File: src/hdl/cheri_lu_pkg.sv
// Shared definitions for the CHERI capability logic unit
//   Register widths, object type limits and permission bit positions
//   Capability and integer views of one register word
//   Operation and exception cause encodings
//   Violation vector layout
//   Sealing and bounds helpers

package cheri_lu_pkg;

    // ------------------------------------------------
    // Widths and field constants
    // ------------------------------------------------
    localparam int unsigned XLEN    = 32;
    localparam int unsigned PERM_W  = 8;
    localparam int unsigned OTYPE_W = 4;

    // tag + perms + otype + base + length + addr
    localparam int unsigned CAP_W  = 1 + PERM_W + OTYPE_W + 3 * XLEN;
    localparam int unsigned META_W = CAP_W - XLEN;

    localparam logic [OTYPE_W-1:0] OTYPE_UNSEALED = 4'd15;
    // Types 12 to 15 are reserved
    localparam logic [OTYPE_W-1:0] OTYPE_MAX_SEAL = 4'd11;

    // Permission bit positions
    localparam int unsigned PERM_GLOBAL    = 0;
    localparam int unsigned PERM_EXECUTE   = 1;
    localparam int unsigned PERM_LOAD      = 2;
    localparam int unsigned PERM_STORE     = 3;
    localparam int unsigned PERM_LOAD_CAP  = 4;
    localparam int unsigned PERM_STORE_CAP = 5;
    localparam int unsigned PERM_SEAL      = 6;
    localparam int unsigned PERM_UNSEAL    = 7;

    // Violation vector positions
    localparam int unsigned VIOL_TAG         = 0;
    localparam int unsigned VIOL_SEAL        = 1;
    localparam int unsigned VIOL_TYPE        = 2;
    localparam int unsigned VIOL_PERM_SEAL   = 3;
    localparam int unsigned VIOL_PERM_UNSEAL = 4;
    localparam int unsigned VIOL_LENGTH      = 5;
    localparam int unsigned VIOL_NUM         = 6;

    typedef logic [VIOL_NUM-1:0] viol_vec_t;

    // ------------------------------------------------
    // Register word formats
    // ------------------------------------------------
    typedef struct packed {
        logic               tag;
        logic [PERM_W-1:0]  perms;
        logic [OTYPE_W-1:0] otype;
        logic [XLEN-1:0]    base;
        logic [XLEN-1:0]    length;
        logic [XLEN-1:0]    addr;
    } cap_t;

    // Value overlays the capability address
    typedef struct packed {
        logic [META_W-1:0] meta;
        logic [XLEN-1:0]   value;
    } int_reg_t;

    typedef union packed {
        cap_t     cap;
        int_reg_t ireg;
    } cap_word_u;

    // ------------------------------------------------
    // Encodings
    // ------------------------------------------------
    typedef enum logic [4:0] {
        CGET_ADDR    = 5'd0,
        CGET_BASE    = 5'd1,
        CGET_LEN     = 5'd2,
        CGET_TAG     = 5'd3,
        CGET_PERM    = 5'd4,
        CGET_TYPE    = 5'd5,
        CGET_SEALED  = 5'd6,
        CSET_ADDR    = 5'd7,
        CINC_OFFSET  = 5'd8,
        CAND_PERM    = 5'd9,
        CCLEAR_TAG   = 5'd10,
        CMOVE        = 5'd11,
        CSEAL        = 5'd12,
        CUNSEAL      = 5'd13,
        CSET_BOUNDS  = 5'd14,
        CSUB         = 5'd15,
        CTEST_SUBSET = 5'd16
    } cheri_op_e;

    typedef enum logic [4:0] {
        CAUSE_NONE        = 5'h00,
        CAUSE_LENGTH      = 5'h01,
        CAUSE_TAG         = 5'h02,
        CAUSE_SEAL        = 5'h03,
        CAUSE_TYPE        = 5'h04,
        CAUSE_PERM_SEAL   = 5'h17,
        CAUSE_PERM_UNSEAL = 5'h19
    } cap_cause_e;

    // ------------------------------------------------
    // Helpers
    // ------------------------------------------------
    function automatic logic cap_is_sealed(cap_t c);
        return c.otype != OTYPE_UNSEALED;
    endfunction

    // One extra bit so a region ending at 2^32 stays exact
    function automatic logic [XLEN:0] cap_top(cap_t c);
        return {1'b0, c.base} + {1'b0, c.length};
    endfunction

endpackage

File: src/hdl/cheri_result_path.sv
// Result datapath of the CHERI logic unit
//   Field getters returning integer words
//   Capability modifiers, sealing and bounds setting
//   Address difference and subset test
// Purely combinational, violations are handled elsewhere

`timescale 1ns/1ps

module cheri_result_path import cheri_lu_pkg::*; (
    input  cheri_op_e op_i,
    input  cap_word_u operand_a_i,
    input  cap_word_u operand_b_i,
    output cap_word_u raw_result_o
);

    cap_t            a_cap;
    cap_t            b_cap;
    logic [XLEN-1:0] b_val;
    logic [XLEN:0]   a_top;
    logic [XLEN:0]   b_top;
    logic            b_in_a;
    logic            int_op;
    cap_word_u       result;

    // ------------------------------------------------
    // Operand decode
    // ------------------------------------------------
    assign a_cap = operand_a_i.cap;
    assign b_cap = operand_b_i.cap;
    // b read as a plain integer
    assign b_val = operand_b_i.ireg.value;

    assign a_top = cap_top(a_cap);
    assign b_top = cap_top(b_cap);

    // b lies inside a in bounds and rights
    assign b_in_a = (a_cap.tag == b_cap.tag)
                 && (b_cap.base >= a_cap.base)
                 && (b_top <= a_top)
                 && ((b_cap.perms & ~a_cap.perms) == '0);

    assign int_op = op_i inside {CGET_ADDR, CGET_BASE, CGET_LEN, CGET_TAG,
                                 CGET_PERM, CGET_TYPE, CGET_SEALED, CSUB,
                                 CTEST_SUBSET};

    // ------------------------------------------------
    // Operation select
    // ------------------------------------------------
    always_comb begin
        // Integer results start from an all zero word
        result = '0;

        unique case (op_i)
            CGET_ADDR: begin
                result.ireg.value = a_cap.addr;
            end
            CGET_BASE: begin
                result.ireg.value = a_cap.base;
            end
            CGET_LEN: begin
                result.ireg.value = a_cap.length;
            end
            CGET_TAG: begin
                result.ireg.value = XLEN'(a_cap.tag);
            end
            CGET_PERM: begin
                result.ireg.value = XLEN'(a_cap.perms);
            end
            CGET_TYPE: begin
                // Unsealed reads back as -1
                if (cap_is_sealed(a_cap)) begin
                    result.ireg.value = XLEN'(a_cap.otype);
                end else begin
                    result.ireg.value = '1;
                end
            end
            CGET_SEALED: begin
                result.ireg.value = XLEN'(cap_is_sealed(a_cap));
            end
            CSET_ADDR: begin
                result.cap      = a_cap;
                result.cap.addr = b_val;
            end
            CINC_OFFSET: begin
                result.cap      = a_cap;
                result.cap.addr = a_cap.addr + b_val;
            end
            CAND_PERM: begin
                result.cap       = a_cap;
                result.cap.perms = a_cap.perms & b_val[PERM_W-1:0];
            end
            CCLEAR_TAG: begin
                result.cap     = a_cap;
                result.cap.tag = 1'b0;
            end
            CMOVE: begin
                result.cap = a_cap;
            end
            CSEAL: begin
                result.cap       = a_cap;
                result.cap.otype = b_cap.addr[OTYPE_W-1:0];
            end
            CUNSEAL: begin
                result.cap       = a_cap;
                result.cap.otype = OTYPE_UNSEALED;
                // Global only survives if the authority is global too
                result.cap.perms[PERM_GLOBAL] = a_cap.perms[PERM_GLOBAL]
                                              & b_cap.perms[PERM_GLOBAL];
            end
            CSET_BOUNDS: begin
                // Format is uncompressed so the request is always exact
                result.cap        = a_cap;
                result.cap.base   = a_cap.addr;
                result.cap.length = b_val;
            end
            CSUB: begin
                result.ireg.value = a_cap.addr - b_cap.addr;
            end
            CTEST_SUBSET: begin
                result.ireg.value = XLEN'(b_in_a);
            end
            default: begin
                result = '0;
            end
        endcase
    end

    assign raw_result_o = result;

    // Integer results must read as untagged words with no metadata
    always_comb begin
        if (int_op) begin
            assert final (raw_result_o.ireg.meta == '0)
                else $error("integer op %s returned nonzero meta", op_i.name());
        end
    end

endmodule

File: src/hdl/cheri_violation_check.sv
// Operand violation checker of the CHERI logic unit
//   Raw tag, seal, type, permission and length violations per operand
//   Check set of each operation
//   Trap enable for the sealing and bounds operations

`timescale 1ns/1ps

module cheri_violation_check import cheri_lu_pkg::*; (
    input  cheri_op_e op_i,
    input  cap_word_u operand_a_i,
    input  cap_word_u operand_b_i,
    output viol_vec_t viol_a_o,
    output viol_vec_t viol_b_o,
    output logic      trap_en_o
);

    cap_t            a_cap;
    cap_t            b_cap;
    logic [XLEN-1:0] b_val;
    logic [XLEN:0]   a_top;
    logic [XLEN:0]   b_top;
    logic [XLEN:0]   req_top;
    viol_vec_t       raw_a;
    viol_vec_t       raw_b;
    viol_vec_t       chk_a;
    viol_vec_t       chk_b;

    assign a_cap = operand_a_i.cap;
    assign b_cap = operand_b_i.cap;
    assign b_val = operand_b_i.ireg.value;

    assign a_top = cap_top(a_cap);
    assign b_top = cap_top(b_cap);

    // End of the region CSetBounds asks for
    assign req_top = {1'b0, a_cap.addr} + {1'b0, b_val};

    // ------------------------------------------------
    // Raw violations
    // ------------------------------------------------
    always_comb begin
        raw_a = '0;
        raw_b = '0;

        raw_a[VIOL_TAG] = !a_cap.tag;
        // Unsealing inverts the sense of the seal check
        if (op_i == CUNSEAL) begin
            raw_a[VIOL_SEAL] = !cap_is_sealed(a_cap);
        end else begin
            raw_a[VIOL_SEAL] = cap_is_sealed(a_cap);
        end
        raw_a[VIOL_LENGTH] = (a_cap.addr < a_cap.base) || (req_top > a_top);

        raw_b[VIOL_TAG]         = !b_cap.tag;
        raw_b[VIOL_SEAL]        = cap_is_sealed(b_cap);
        raw_b[VIOL_PERM_SEAL]   = !b_cap.perms[PERM_SEAL];
        raw_b[VIOL_PERM_UNSEAL] = !b_cap.perms[PERM_UNSEAL];

        // Authority address is the object type
        if (op_i == CUNSEAL) begin
            raw_b[VIOL_TYPE] = b_cap.addr != XLEN'(a_cap.otype);
        end else begin
            raw_b[VIOL_TYPE] = b_cap.addr > XLEN'(OTYPE_MAX_SEAL);
        end

        // and it has to sit inside the authority's own bounds
        raw_b[VIOL_LENGTH] = (b_cap.addr < b_cap.base) || ({1'b0, b_cap.addr} >= b_top);
    end

    // ------------------------------------------------
    // Check set per operation
    // ------------------------------------------------
    always_comb begin
        chk_a = '0;
        chk_b = '0;

        unique case (op_i)
            CSET_ADDR, CINC_OFFSET, CAND_PERM: begin
                chk_a[VIOL_SEAL] = 1'b1;
            end
            CSEAL: begin
                chk_a[VIOL_TAG]       = 1'b1;
                chk_a[VIOL_SEAL]      = 1'b1;
                chk_b[VIOL_TAG]       = 1'b1;
                chk_b[VIOL_SEAL]      = 1'b1;
                chk_b[VIOL_PERM_SEAL] = 1'b1;
                chk_b[VIOL_TYPE]      = 1'b1;
                chk_b[VIOL_LENGTH]    = 1'b1;
            end
            CUNSEAL: begin
                chk_a[VIOL_TAG]         = 1'b1;
                chk_a[VIOL_SEAL]        = 1'b1;
                chk_b[VIOL_TAG]         = 1'b1;
                chk_b[VIOL_SEAL]        = 1'b1;
                chk_b[VIOL_PERM_UNSEAL] = 1'b1;
                chk_b[VIOL_TYPE]        = 1'b1;
                chk_b[VIOL_LENGTH]      = 1'b1;
            end
            CSET_BOUNDS: begin
                chk_a[VIOL_TAG]    = 1'b1;
                chk_a[VIOL_SEAL]   = 1'b1;
                chk_a[VIOL_LENGTH] = 1'b1;
            end
            default: begin
                chk_a = '0;
                chk_b = '0;
            end
        endcase
    end

    assign viol_a_o = raw_a & chk_a;
    assign viol_b_o = raw_b & chk_b;

    // Only these raise an exception, the rest just lose the tag
    assign trap_en_o = op_i inside {CSEAL, CUNSEAL, CSET_BOUNDS};

    // Getters never trap
    always_comb begin
        if (op_i inside {CGET_ADDR, CGET_BASE, CGET_LEN, CGET_TAG,
                         CGET_PERM, CGET_TYPE, CGET_SEALED}) begin
            assert final (!trap_en_o)
                else $error("trap enabled for getter %s", op_i.name());
        end
    end

endmodule

File: src/hdl/cheri_result_merge.sv
// Result merge stage of the CHERI logic unit
//   Tag clearing on any checked violation
//   Exception cause selection by fixed priority
//   Output registers, the only state in the unit

`timescale 1ns/1ps

module cheri_result_merge import cheri_lu_pkg::*; (
    input  logic       clk_i,
    input  logic       arst_n_i,
    input  logic       valid_i,
    input  cap_word_u  raw_result_i,
    input  viol_vec_t  viol_a_i,
    input  viol_vec_t  viol_b_i,
    input  logic       trap_en_i,
    output logic       result_valid_o,
    output cap_word_u  result_o,
    output logic       ex_valid_o,
    output cap_cause_e ex_cause_o
);

    viol_vec_t  viol_all;
    logic       any_viol;
    logic       ex_valid_d;
    cap_cause_e cause_d;
    cap_word_u  result_d;

    // a and b map to the same cause, so one vector is enough
    assign viol_all = viol_a_i | viol_b_i;
    assign any_viol = |viol_all;

    always_comb begin
        result_d = raw_result_i;
        if (any_viol) begin
            result_d.cap.tag = 1'b0;
        end
    end

    // ------------------------------------------------
    // Cause priority
    // ------------------------------------------------
    always_comb begin
        if (viol_all[VIOL_TAG]) begin
            cause_d = CAUSE_TAG;
        end else if (viol_all[VIOL_SEAL]) begin
            cause_d = CAUSE_SEAL;
        end else if (viol_all[VIOL_TYPE]) begin
            cause_d = CAUSE_TYPE;
        end else if (viol_all[VIOL_PERM_SEAL]) begin
            cause_d = CAUSE_PERM_SEAL;
        end else if (viol_all[VIOL_PERM_UNSEAL]) begin
            cause_d = CAUSE_PERM_UNSEAL;
        end else if (viol_all[VIOL_LENGTH]) begin
            cause_d = CAUSE_LENGTH;
        end else begin
            cause_d = CAUSE_NONE;
        end
    end

    assign ex_valid_d = valid_i && trap_en_i && any_viol;

    // ------------------------------------------------
    // Output registers
    // ------------------------------------------------
    always_ff @(posedge clk_i or negedge arst_n_i) begin
        if (!arst_n_i) begin
            result_valid_o <= 1'b0;
            ex_valid_o     <= 1'b0;
            ex_cause_o     <= CAUSE_NONE;
        end else begin
            result_valid_o <= valid_i;
            ex_valid_o     <= ex_valid_d;
            ex_cause_o     <= ex_valid_d ? cause_d : CAUSE_NONE;
        end
    end

    // Payload only moves with a new operation
    always_ff @(posedge clk_i) begin
        if (valid_i) begin
            result_o <= result_d;
        end
    end

    // An exception always rides on a returned result
    ex_has_result: assert property (@(posedge clk_i) disable iff (!arst_n_i)
        ex_valid_o |-> result_valid_o)
        else $error("exception without a result");

    ex_has_cause: assert property (@(posedge clk_i) disable iff (!arst_n_i)
        ex_valid_o |-> (ex_cause_o != CAUSE_NONE))
        else $error("exception raised with no cause");

endmodule

File: src/hdl/cheri_lu_top.sv
// Top level of the CHERI capability logic unit
//   Result datapath and violation checker side by side
//   Merge stage registers result and exception

`timescale 1ns/1ps

module cheri_lu_top import cheri_lu_pkg::*; (
    input  logic       clk_i,
    input  logic       arst_n_i,
    input  logic       valid_i,
    input  cheri_op_e  op_i,
    input  cap_word_u  operand_a_i,
    input  cap_word_u  operand_b_i,
    output logic       result_valid_o,
    output cap_word_u  result_o,
    output logic       ex_valid_o,
    output cap_cause_e ex_cause_o
);

    cap_word_u raw_result;
    viol_vec_t viol_a;
    viol_vec_t viol_b;
    logic      trap_en;

    cheri_result_path u_result_path (
        .op_i         (op_i),
        .operand_a_i  (operand_a_i),
        .operand_b_i  (operand_b_i),
        .raw_result_o (raw_result)
    );

    cheri_violation_check u_violation_check (
        .op_i        (op_i),
        .operand_a_i (operand_a_i),
        .operand_b_i (operand_b_i),
        .viol_a_o    (viol_a),
        .viol_b_o    (viol_b),
        .trap_en_o   (trap_en)
    );

    // Single register stage, one result per cycle
    cheri_result_merge u_result_merge (
        .clk_i          (clk_i),
        .arst_n_i       (arst_n_i),
        .valid_i        (valid_i),
        .raw_result_i   (raw_result),
        .viol_a_i       (viol_a),
        .viol_b_i       (viol_b),
        .trap_en_i      (trap_en),
        .result_valid_o (result_valid_o),
        .result_o       (result_o),
        .ex_valid_o     (ex_valid_o),
        .ex_cause_o     (ex_cause_o)
    );

endmodule

File: config.mk
export PLATFORM = sky130hd
export DESIGN_NAME = cheri_lu_top
export DESIGN_NICKNAME = d
export VERILOG_FILES = /design/src/hdl/cheri_lu_pkg.sv /design/src/hdl/cheri_result_path.sv /design/src/hdl/cheri_violation_check.sv /design/src/hdl/cheri_result_merge.sv /design/src/hdl/cheri_lu_top.sv
export SDC_FILE = /design/constraint.sdc
export NUM_CORES = 1
export LEC_CHECK = 0
export BUFFER_PORTS_ARGS = -buffer_cell sky130_fd_sc_hd__buf_4
export CORE_MARGIN = 2
export CORE_UTILIZATION = 50
export DETAILED_ROUTE_END_ITERATION = 8
export HOLD_SLACK_MARGIN = 0.08
export PLACE_DENSITY = 0.77
export SYNTH_ARGS = -nofsm -noshare
export SYNTH_HDL_FRONTEND = slang
export SYNTH_SLANG_ARGS = --single-unit
File: constraint.sdc
create_clock -name clk_i -period 1.05 [get_ports clk_i]
set_clock_uncertainty 0.05 [all_clocks]
set_input_delay 0.0525 -clock clk_i [delete_from_list [all_inputs] [get_ports clk_i]]
set_output_delay 0.0525 -clock clk_i [all_outputs]
set_load 0.01 [all_outputs]
==> results.md, run 1 <==
## CTS
- 4 — deepest level of the CTS H-tree
- 116 — total clock sinks
- 2 — maximum number of buffers from clock root to sink
- 17 — number of CTS-inserted buffers
- sky130_fd_sc_hd__clkbuf_16 — clk root buf

## Status
- global routing (5_1_grt) — Stop stage
- [ERROR GRT-0232] Routing congestion too high. Check the congestion heatmap in the GUI. — run-stopping error
- did not finish — result of the run

## Logic synthesis
- 16900 um2 — synthesized cell area
- sky130_fd_sc_hd__edfxtp_1 — Most used DFF post-synth
- 109 — count of flip-flops with a built-in enable after synthesis
- 2525 — synthesized netlist net count
- 78 — number of distinct standard cells referenced by the synthesized netlist
- 1979 — cells after synthesis
- 8.53 um2 — per-instance average area after synthesis
- 116 — Synth Register Bits
- 0 — yosys synthesis warning count
- 6.03% — async set-or-reset flop fraction in the synthesized netlist
- 20.4% — sequential area share after synthesis
- sky130_fd_sc_hd__ha_1 — biggest area consumer among synthesized cells
- 23.4% — post-synth top area share
- sky130_fd_sc_hd__ha_1 (23%), sky130_fd_sc_hd__edfxtp_1 (19%), sky130_fd_sc_hd__a21oi_1 (5.1%), sky130_fd_sc_hd__xnor2_1 (3.9%), sky130_fd_sc_hd__xor2_1 (3.9%) — dominant cells by area after synthesis

## Global route
- 51 — maximum number of pins on one net before global-route repair
- 80.4% — overall track demand over capacity in global routing
- 85 — total gr overflow

## Place
- -4150 ps — Placement Setup Slack
- 25800 um2 — Post-Place Cell Area
- 64300 um — detailed-placement wirelength estimate
- 341 — PortBufs
- 3452 — cell total after placement
- 1.05 — placer congestion estimate

## Die
- 342 — Top-Level Pins
- 50.6% — initial cell density of the core
- 188 um — vertical die dimension
- 67 — cell row count
- 188 um — Die Wd

[metal layers]
metal | overflow | global-route usage (%)
met1 | 6 | 81.8
met2 | 42 | 94.7
met3 | 3 | 67.2
met4 | 34 | 75.0
met5 | 0 | 47.5
[through the flow]
step	hold slack [ps]	util, %	TNS (ps)
4_1_cts	25.9	87.6	-94270
3_5_place_dp	-176	77.4	-161470
3_3_place_gp	-178	77.4	-158520
2_1_floorplan	-293	-	-94690
[synth_stat cells (all sizes together) (7+ instances only)]
cell type and instances:
ha 316, a21oi 173, inv 152, o21ai 127, nand2 125, edfxtp 109, nor2 89, a21o 85
xnor2 76, xor2 76, a22o 65, clkbuf 54, nand3 48, nor3 42, a221oi 36, nand4 32
o21a 31, a221o 27, nand2b 27, nor2b 27, o21bai 24, o211ai 18, a211oi 16, o31ai 16
or3 14, nor4 13, and3 12, a31oi 11, o22ai 10, a22oi 8, mux2i 8, and2 7
dfrtp 7
[kinds of logic after synthesis]
| logic type | share of synthesized area, % |
|---|---|
| XOR/XNOR | 7.89 |
| buffers and inverters | 4.69 |
| adder cells (fa/ha/maj) | 24.0 |
| flip-flops | 20.4 |
| multiplexers | 0.608 |
| AND/OR/NAND/NOR | 13.9 |
| AO/OA/AOI/OAI | 28.5 |
[repair_timing]
item | in CTS
gates cloned | 11
resized for setup | 282
pin swaps | 172
endpoints found under the hold margin | 104
hold buffers | 96
endpoints found under the setup margin | 198
buffers inserted | 51
==> inputs of run 2 (changes only) <==
--- a/config.mk
+++ b/config.mk
@@ -7,10 +7,9 @@
 export LEC_CHECK = 0
 export BUFFER_PORTS_ARGS = -buffer_cell sky130_fd_sc_hd__buf_4
 export CORE_MARGIN = 2
-export CORE_UTILIZATION = 50
+export CORE_UTILIZATION = 35
 export DETAILED_ROUTE_END_ITERATION = 8
-export HOLD_SLACK_MARGIN = 0.08
-export PLACE_DENSITY = 0.77
+export PLACE_DENSITY_LB_ADDON = 0.15
 export SYNTH_ARGS = -nofsm -noshare
 export SYNTH_HDL_FRONTEND = slang
 export SYNTH_SLANG_ARGS = --single-unit
==> results.md, run 2 <==
## Logic synthesis
- 6.03% — async set-or-reset flop fraction in the synthesized netlist, unchanged
- 109 — count of flip-flops with a built-in enable after synthesis, unchanged
- sky130_fd_sc_hd__edfxtp_1 — Most used DFF post-synth
- 23.4% — post-synth top area share, unchanged
- sky130_fd_sc_hd__ha_1 (316), sky130_fd_sc_hd__a21oi_1 (173), sky130_fd_sc_hd__inv_1 (152) — Commonest cells post-synth
- sky130_fd_sc_hd__ha_1 (23%), sky130_fd_sc_hd__edfxtp_1 (19%), sky130_fd_sc_hd__a21oi_1 (5.1%), sky130_fd_sc_hd__xnor2_1 (3.9%), sky130_fd_sc_hd__xor2_1 (3.9%) — dominant cells by area after synthesis
- 1979 — cells after synthesis, unchanged
- 0.608% — mux cell area share after synthesis, unchanged
- 8.53 um2 — per-instance average area after synthesis, unchanged
- 0 — yosys synthesis warning count, unchanged
- 20.4% — sequential area share after synthesis, unchanged
- sky130_fd_sc_hd__ha_1 — biggest area consumer among synthesized cells
- 2525 — synthesized netlist net count, unchanged
- 16900 um2 — synthesized cell area, unchanged
- 13.9% — share of synthesized cell area in and, or, nand and nor gates, unchanged
- compound AO/OA/AOI/OAI gates — main combinational cell family by area after synthesis
- 24.0% — adder and majority cell fraction of the synthesized area, unchanged
- 116 — Synth Register Bits, unchanged
- sky130_fd_sc_hd__ha_1 — library cell with the highest instance count after synthesis
- 7.89% — fraction of synthesized cell area in xor and xnor cells, unchanged
- 78 — number of distinct standard cells referenced by the synthesized netlist, unchanged
- 28.5% — complex-gate fraction of the synthesized area, unchanged

## Drt
- 23.0 um — average detailed-routed wire length per instance
- 21400 — DR vias
- 0 — DRC violation count after routing
- 5.64 — vias per inst
- 1883 — starting DRC count in detailed routing
- 87200 um — overall routed net length
- 8 — first drt pass iteration count
- 0 — antenna-violating nets left

## Global route
- 2 — antenna violations before repair
- met2 — most used routing layer in global routing
- 0 — total gr overflow
- 33.5% — overall track demand over capacity in global routing
- 126000 um — wire length of the first global-routing pass
- 45.5% — met1 demand-to-capacity share in global routing
- 21300 — via count of the first global-routing pass
- 3.75% — met3 Usage GRT
- 56 — maximum number of pins on one net before global-route repair
- 55.0% — met2 usage in global routing

## Finish
- 3450 um2 — combined flip-flop and latch cell area
- 109 — flip-flop count of the largest register, all copies and words added
- sky130_fd_sc_hd__buf_4 (1049), sky130_fd_sc_hd__ha_1 (289), sky130_fd_sc_hd__inv_1 (144), sky130_fd_sc_hd__a21oi_1 (132), sky130_fd_sc_hd__edfxtp_1 (109) — top library cells by usage in the layout, fill and taps aside
- 14500 um2 — multi-input gate area in the final layout
- u_result_merge.result_o: 109 flops, u_result_merge.ex_cause_o: 5 flops — Largest regs
- 47.1% — fraction of layout instances using a drive strength above 1
- u_result_merge.result_o — register with the most flip-flops
- 3709 — Post-layout nets
- sky130_fd_sc_hd__buf_4 — most frequent standard cell in the layout excluding fill and tap cells
- 77.9% — layout overhead on the synthesized area
- 3794 — final standard cell count with taps included and fillers excluded
- 3961 — fill cell total of the finished layout

## STA
- -107540 ps — setup TNS after final layout
- -3360 ps — final setup margin
- 1 — Fin. Hold Viols
- -0.139 ps — final hold slack
- 58.1% — worst-case headroom to the max-slew limit
- 0 — max-slew violation count
- 0.227 GHz — maximum frequency from static timing analysis
- yes — setup repair after global routing missed its margin
- 420% — part of the cycle the worst path needs
- 213 — Final Setup Violations
- 4410 ps — min cycle time layout
- 626 ps — Worst Tran Pin Value

## Die
- 224 um — Die Wd, +19%
- 35.4% — initial cell density of the core, -15 points
- 224 um — vertical die dimension, +19%
- 47600 um2 — CORE AREA
- 50000 um2 — die area
- 80 — cell row count, +19%
- 342 — Top-Level Pins, unchanged

## CTS
- 17 — number of CTS-inserted buffers, unchanged
- 2 — maximum number of buffers from clock root to sink, unchanged
- built — TritonCTS clock tree
- 4 — deepest level of the CTS H-tree, unchanged
- 116 — total clock sinks, unchanged
- 60 ps — clock transition time at the flip-flop clock pins of the worst setup and hold paths
- sky130_fd_sc_hd__clkbuf_16 — clk root buf

## Worst setup path
- in -> reg — path type of the worst setup path
- primary input — crit path launch type
- 2 — highest fanout seen on the critical path
- 4640 ps — data arrival time at the worst-slack endpoint
- flop — nature of the critical path endpoint
- 1270 ps — Critical Path RT

## Power and ir drop
- 992 nW/um2 — Power per Cell Area
- 20.4% — Clock power frac
- 38.3% — switch share
- 18.4 mW — Internal
- 0.892 mV — maximum ir drop on the vdd rail
- 14.7 nW — static leakage
- 11.4 mW — net switching power figure
- 60.6% — share of total power in combinational logic
- 19.1% — Sequential Power Share

## Place
- 1.03 — placer congestion estimate, -1.9%
- 3632 — cell total after placement, +5.2%
- 341 — PortBufs, unchanged
- 70500 um — detailed-placement wirelength estimate, +9.7%

## Min path
- in -> reg — kind of path behind the tightest hold check

## Job
- 0 — maxcap violations

## Status
- finished with violations — result of the run
- negative hold slack, negative setup slack — failing checks

-- run 2: cell counts after synthesis --
Identical to the previous run, type by type.
-- run 2: power groups by stage --
stage                     clock [mW]  combinational (mW)  sequential [mW]
after floorplan                    0                7.36             5.89
after global placement             0                15.1             5.74
after detailed placement           0                15.4             5.75
after CTS                       6.09                17.0             5.67
after global routing            6.23                19.4             5.71
final                           6.06                18.0             5.68
-- run 2: cell families after synthesis --
group | after synthesis
AOI/OAI and AO/OA | 705
buffers and inverters | 209
and+or+nand+nor | 466
muxes | 10
DFF | 116
xor gates and xnor gates | 152
adders and majority gates | 321
-- run 2: final cells by class --
class | count | share of cell area [%]
inverter | 152 | 1.93
timing repair buffer | 1222 | 33.8
tap | 615 | 2.56
antenna | 3 | 0.0250
multi-input combinational | 1654 | 48.2
clock inverter | 12 | 0.483
clock buffer | 20 | 1.52
sequential | 116 | 11.5
-- run 2: worst paths after layout --
path / start / to / slack (ps) / cells past startpoint
worst max-delay path: operand_b_i[37] / u_result_merge.result_o[108]$_SDFFCE_PP0P_ / -3360 / 24
worst min-delay path: operand_a_i[102] / u_result_merge.result_o[2]$_DFFE_PP_ / -0.1 / 4
max in group asynchronous: arst_n_i / u_result_merge.ex_cause_o[4]$_DFF_PN0_ / 140 / 3
min in group asynchronous: arst_n_i / u_result_merge.ex_valid_o$_DFF_PN0_ / 550 / 3
-- run 2: worst max-delay path: stages --
cell and delay, ps:
sky130_fd_sc_hd__buf_6 100, sky130_fd_sc_hd__ha_4 230, sky130_fd_sc_hd__a21o_1 190, sky130_fd_sc_hd__or3_4 330, sky130_fd_sc_hd__o21a_1 210, sky130_fd_sc_hd__a31oi_4 180, sky130_fd_sc_hd__o21bai_1 120, sky130_fd_sc_hd__nand2_1 120
sky130_fd_sc_hd__a21oi_2 80, sky130_fd_sc_hd__o21a_1 210, sky130_fd_sc_hd__o21a_1 230, sky130_fd_sc_hd__o41ai_4 260, sky130_fd_sc_hd__xor2_1 190, sky130_fd_sc_hd__ha_1 270, sky130_fd_sc_hd__a21o_1 170, sky130_fd_sc_hd__a21o_1 210
sky130_fd_sc_hd__a2111oi_4 470, sky130_fd_sc_hd__o211ai_1 190, sky130_fd_sc_hd__a21oi_2 190, sky130_fd_sc_hd__nor3_4 90, sky130_fd_sc_hd__nor4_2 140, sky130_fd_sc_hd__buf_4 160, sky130_fd_sc_hd__nand2_1 60, sky130_fd_sc_hd__nor4b_2 200
-- run 2: routing by layer --
layer | share of wire [%] | up-vias
met4 | 3.9 | 2
met5 | 0.015 | -
met1 | 44 | 10400
met2 | 46 | 898
li1 | - | 9951
met3 | 6.6 | 182
-- run 2: stage by stage --
stage / worst slack, ps / area, um2 / hold slack [ps] / total power, mW / util (%)
final: -3360 / 30000 / -0.139 / 29.8 / 63.0
after global routing: -3570 / 30000 / 5.74 / 31.3 / 63.0
after CTS: -3270 / 29100 / -5.39 / 28.7 / 61.1
after detailed placement: -4230 / 26200 / -178 / 21.2 / 54.9
after global placement: -4140 / 26200 / -180 / 20.9 / 54.9
after floorplan: -3150 / 17600 / -293 / 13.3 / -
-- run 2: repair_timing --
item / CTS / global route
buffers inserted: 84 / 38
resized for setup: 284 / 147
hold buffers: 32 / 0
gates cloned: 7 / 1
setup endpoints to repair: 229 / 247
pin swaps: 147 / 161
endpoints found under the hold margin: 44 / 0
(Power assumes the default switching activity.)
==> inputs of run 3 (changes only) <==
--- a/config.mk
+++ b/config.mk
@@ -6,8 +6,9 @@
 export NUM_CORES = 1
 export LEC_CHECK = 0
 export BUFFER_PORTS_ARGS = -buffer_cell sky130_fd_sc_hd__buf_4
+export CAP_MARGIN = 20
 export CORE_MARGIN = 2
-export CORE_UTILIZATION = 35
+export CORE_UTILIZATION = 28
 export DETAILED_ROUTE_END_ITERATION = 8
 export PLACE_DENSITY_LB_ADDON = 0.15
 export SYNTH_ARGS = -nofsm -noshare
==> results.md, run 3 (synthesis gave the netlist of run 2 again) <==
## Global route
- 0 — total gr overflow, unchanged
- 3 — antenna violations before repair, +1
- 27.1% — overall track demand over capacity in global routing, -6.4 points
- 128000 um — wire length of the first global-routing pass, +1.2%
- 21100 — via count of the first global-routing pass, -1.3%
- 47 — maximum number of pins on one net before global-route repair, -16%

## Power and ir drop
- 14.6 nW — static leakage, -0.69%
- 0.936 mV — maximum ir drop on the vdd rail, +5.0%
- 997 nW/um2 — Power per Cell Area, +0.49%

## Place
- 72900 um — detailed-placement wirelength estimate, +3.3%
- 3768 — cell total after placement, +3.7%
- 0.957 — placer congestion estimate, -6.8%
- 341 — PortBufs, unchanged

## Job
- 0 — maxcap violations, unchanged

## STA
- 193 — Final Setup Violations, -9.4%
- -11.6 ps — final hold slack, -11.5 ps
- 0 — max-slew violation count, unchanged
- 50.7% — worst-case headroom to the max-slew limit, -7.5 points
- 740 ps — Worst Tran Pin Value, +114 ps
- -3260 ps — final setup margin, +100 ps
- 4310 ps — min cycle time layout, -100 ps
- 0.232 GHz — maximum frequency from static timing analysis, +2.3%
- 1 — Fin. Hold Viols, unchanged
- yes — setup repair after global routing missed its margin
- 411% — part of the cycle the worst path needs, -9.5 points

## Min path
- in -> reg — kind of path behind the tightest hold check
- operand_a_i[102] — hold path startpoint

## Finish
- 47.5% — fraction of layout instances using a drive strength above 1, +0.47 points
- 3450 um2 — combined flip-flop and latch cell area, unchanged
- 79.5% — layout overhead on the synthesized area
- 3682 — Post-layout nets, -0.73%
- sky130_fd_sc_hd__buf_4 (1009), sky130_fd_sc_hd__ha_1 (296), sky130_fd_sc_hd__inv_1 (143), sky130_fd_sc_hd__a21oi_1 (127), sky130_fd_sc_hd__edfxtp_1 (109) — top library cells by usage in the layout, fill and taps aside
- u_result_merge.result_o: 109 flops, u_result_merge.ex_cause_o: 5 flops — Largest regs
- 3923 — final standard cell count with taps included and fillers excluded, +3.4%
- sky130_fd_sc_hd__buf_4 — most frequent standard cell in the layout excluding fill and tap cells
- 109 — flip-flop count of the largest register, all copies and words added, unchanged
- u_result_merge.result_o — register with the most flip-flops
- 5610 — fill cell total of the finished layout, +42%
- 14600 um2 — multi-input gate area in the final layout, +0.80%

## CTS
- built — TritonCTS clock tree
- 17 — number of CTS-inserted buffers, unchanged
- sky130_fd_sc_hd__clkbuf_16 — clk root buf
- 50 ps — clock transition time at the flip-flop clock pins of the worst setup and hold paths, about the same
- 116 — total clock sinks, unchanged
- 2 — maximum number of buffers from clock root to sink, unchanged
- 4 — deepest level of the CTS H-tree, unchanged

## Drt
- 1287 — starting DRC count in detailed routing, -32%
- 6 — first drt pass iteration count, -2
- 22.5 um — average detailed-routed wire length per instance, -2.3%
- 88100 um — overall routed net length, +1.1%
- 5.29 — vias per inst, -6.3%
- 20700 — DR vias, -3.1%
- 0 — DRC violation count after routing, unchanged
- 0 — antenna-violating nets left, unchanged

## Worst setup path
- in -> reg — path type of the worst setup path
- 5 — worst path buffer plus inverter count, +3
- sky130_fd_sc_hd__buf_4 — most frequent CP cell
- flop — nature of the critical path endpoint
- 4 — highest fanout seen on the critical path, +2
- 300 ps — largest stage delay on the critical path, -170 ps
- sky130_fd_sc_hd__ha_1 — Slowest-stage cell, CP
- operand_a_i[1] — origin of the worst setup path
- 1260 ps — Critical Path RT, about the same
- 4520 ps — data arrival time at the worst-slack endpoint, -120 ps
- compound AO/OA/AOI/OAI gates — delay-heaviest family, CP
- primary input — crit path launch type

## Die
- 249 um — vertical die dimension, +12%
- 342 — Top-Level Pins, unchanged
- 59400 um2 — CORE AREA, +25%
- 28.4% — initial cell density of the core, -7.0 points
- 89 — cell row count, +11%
- 62200 um2 — die area, +25%
- 249 um — Die Wd, +12%

## Status
- finished with violations — result of the run
- negative hold slack, negative setup slack — failing checks

-- run 3: power breakdown --
part | total (mW) | leakage [nW] | internal [mW] | switching [mW]
combinational | 18.2 | 13.2 | 9.33 | 8.90
clock | 6.26 | 0.295 | 4.02 | 2.24
sequential | 5.70 | 1.14 | 5.50 | 0.193
total | 30.2 | 14.6 | 18.9 | 11.3
-- run 3: worst paths after layout --
path	cells after the start	end	slack, ps
worst min-delay path	4	u_result_merge.result_o[2]$_DFFE_PP_	-10
max in group asynchronous	3	u_result_merge.ex_valid_o$_DFF_PN0_	140
worst max-delay path	27	u_result_merge.result_o[108]$_SDFFCE_PP0P_	-3260
min in group asynchronous	3	u_result_merge.result_valid_o$_DFF_PN0_	550
-- run 3: cell type report --
class	count	share of cell area (%)
well taps	773	3.19
clock inverters	13	0.603
flip-flops and latches	116	11.4
inverters	152	1.92
clock buffers	19	1.46
diodes	1	0.00826
multi-input cells	1654	48.1
repair buffers	1195	33.3
-- run 3: repair_timing --
item,in CTS,in global routing
endpoints found under the setup margin,226,230
hold buffers,30,1
pin swaps,200,155
endpoints found under the hold margin,36,2
setup buffers,53,54
cloned,3,8
resized for setup,298,186
-- run 3: through the flow --
step / area (um2) / setup WS [ps] / util (%) / TNS, ps / power [mW]
after floorplan: 17600 / -3150 / - / -94690 / 13.3
after global placement: 26300 / -4080 / 44.2 / -164830 / 21.0
after detailed placement: 26300 / -4070 / 44.2 / -164890 / 21.2
after CTS: 28900 / -3220 / 48.8 / -91060 / 29.0
after global routing: 30300 / -3470 / 51.0 / -100150 / 32.0
final: 30300 / -3260 / 51.0 / -91820 / 30.2
-- run 3: layer usage --
metal  global-route usage [%]  up-vias  part of all wire [%]
li1                         -     9886                     -
met1                     37.2    10000                    45
met2                     44.3      704                    46
met3                     3.20      133                   6.3
met4                     8.35        2                   3.1
met5                        0        -                 0.015
-- run 3: tightest hold or removal path: stages --
cell	delay, ps
sky130_fd_sc_hd__buf_4	90
sky130_fd_sc_hd__buf_4	110
sky130_fd_sc_hd__a221oi_2	60
sky130_fd_sc_hd__nand2_1	60
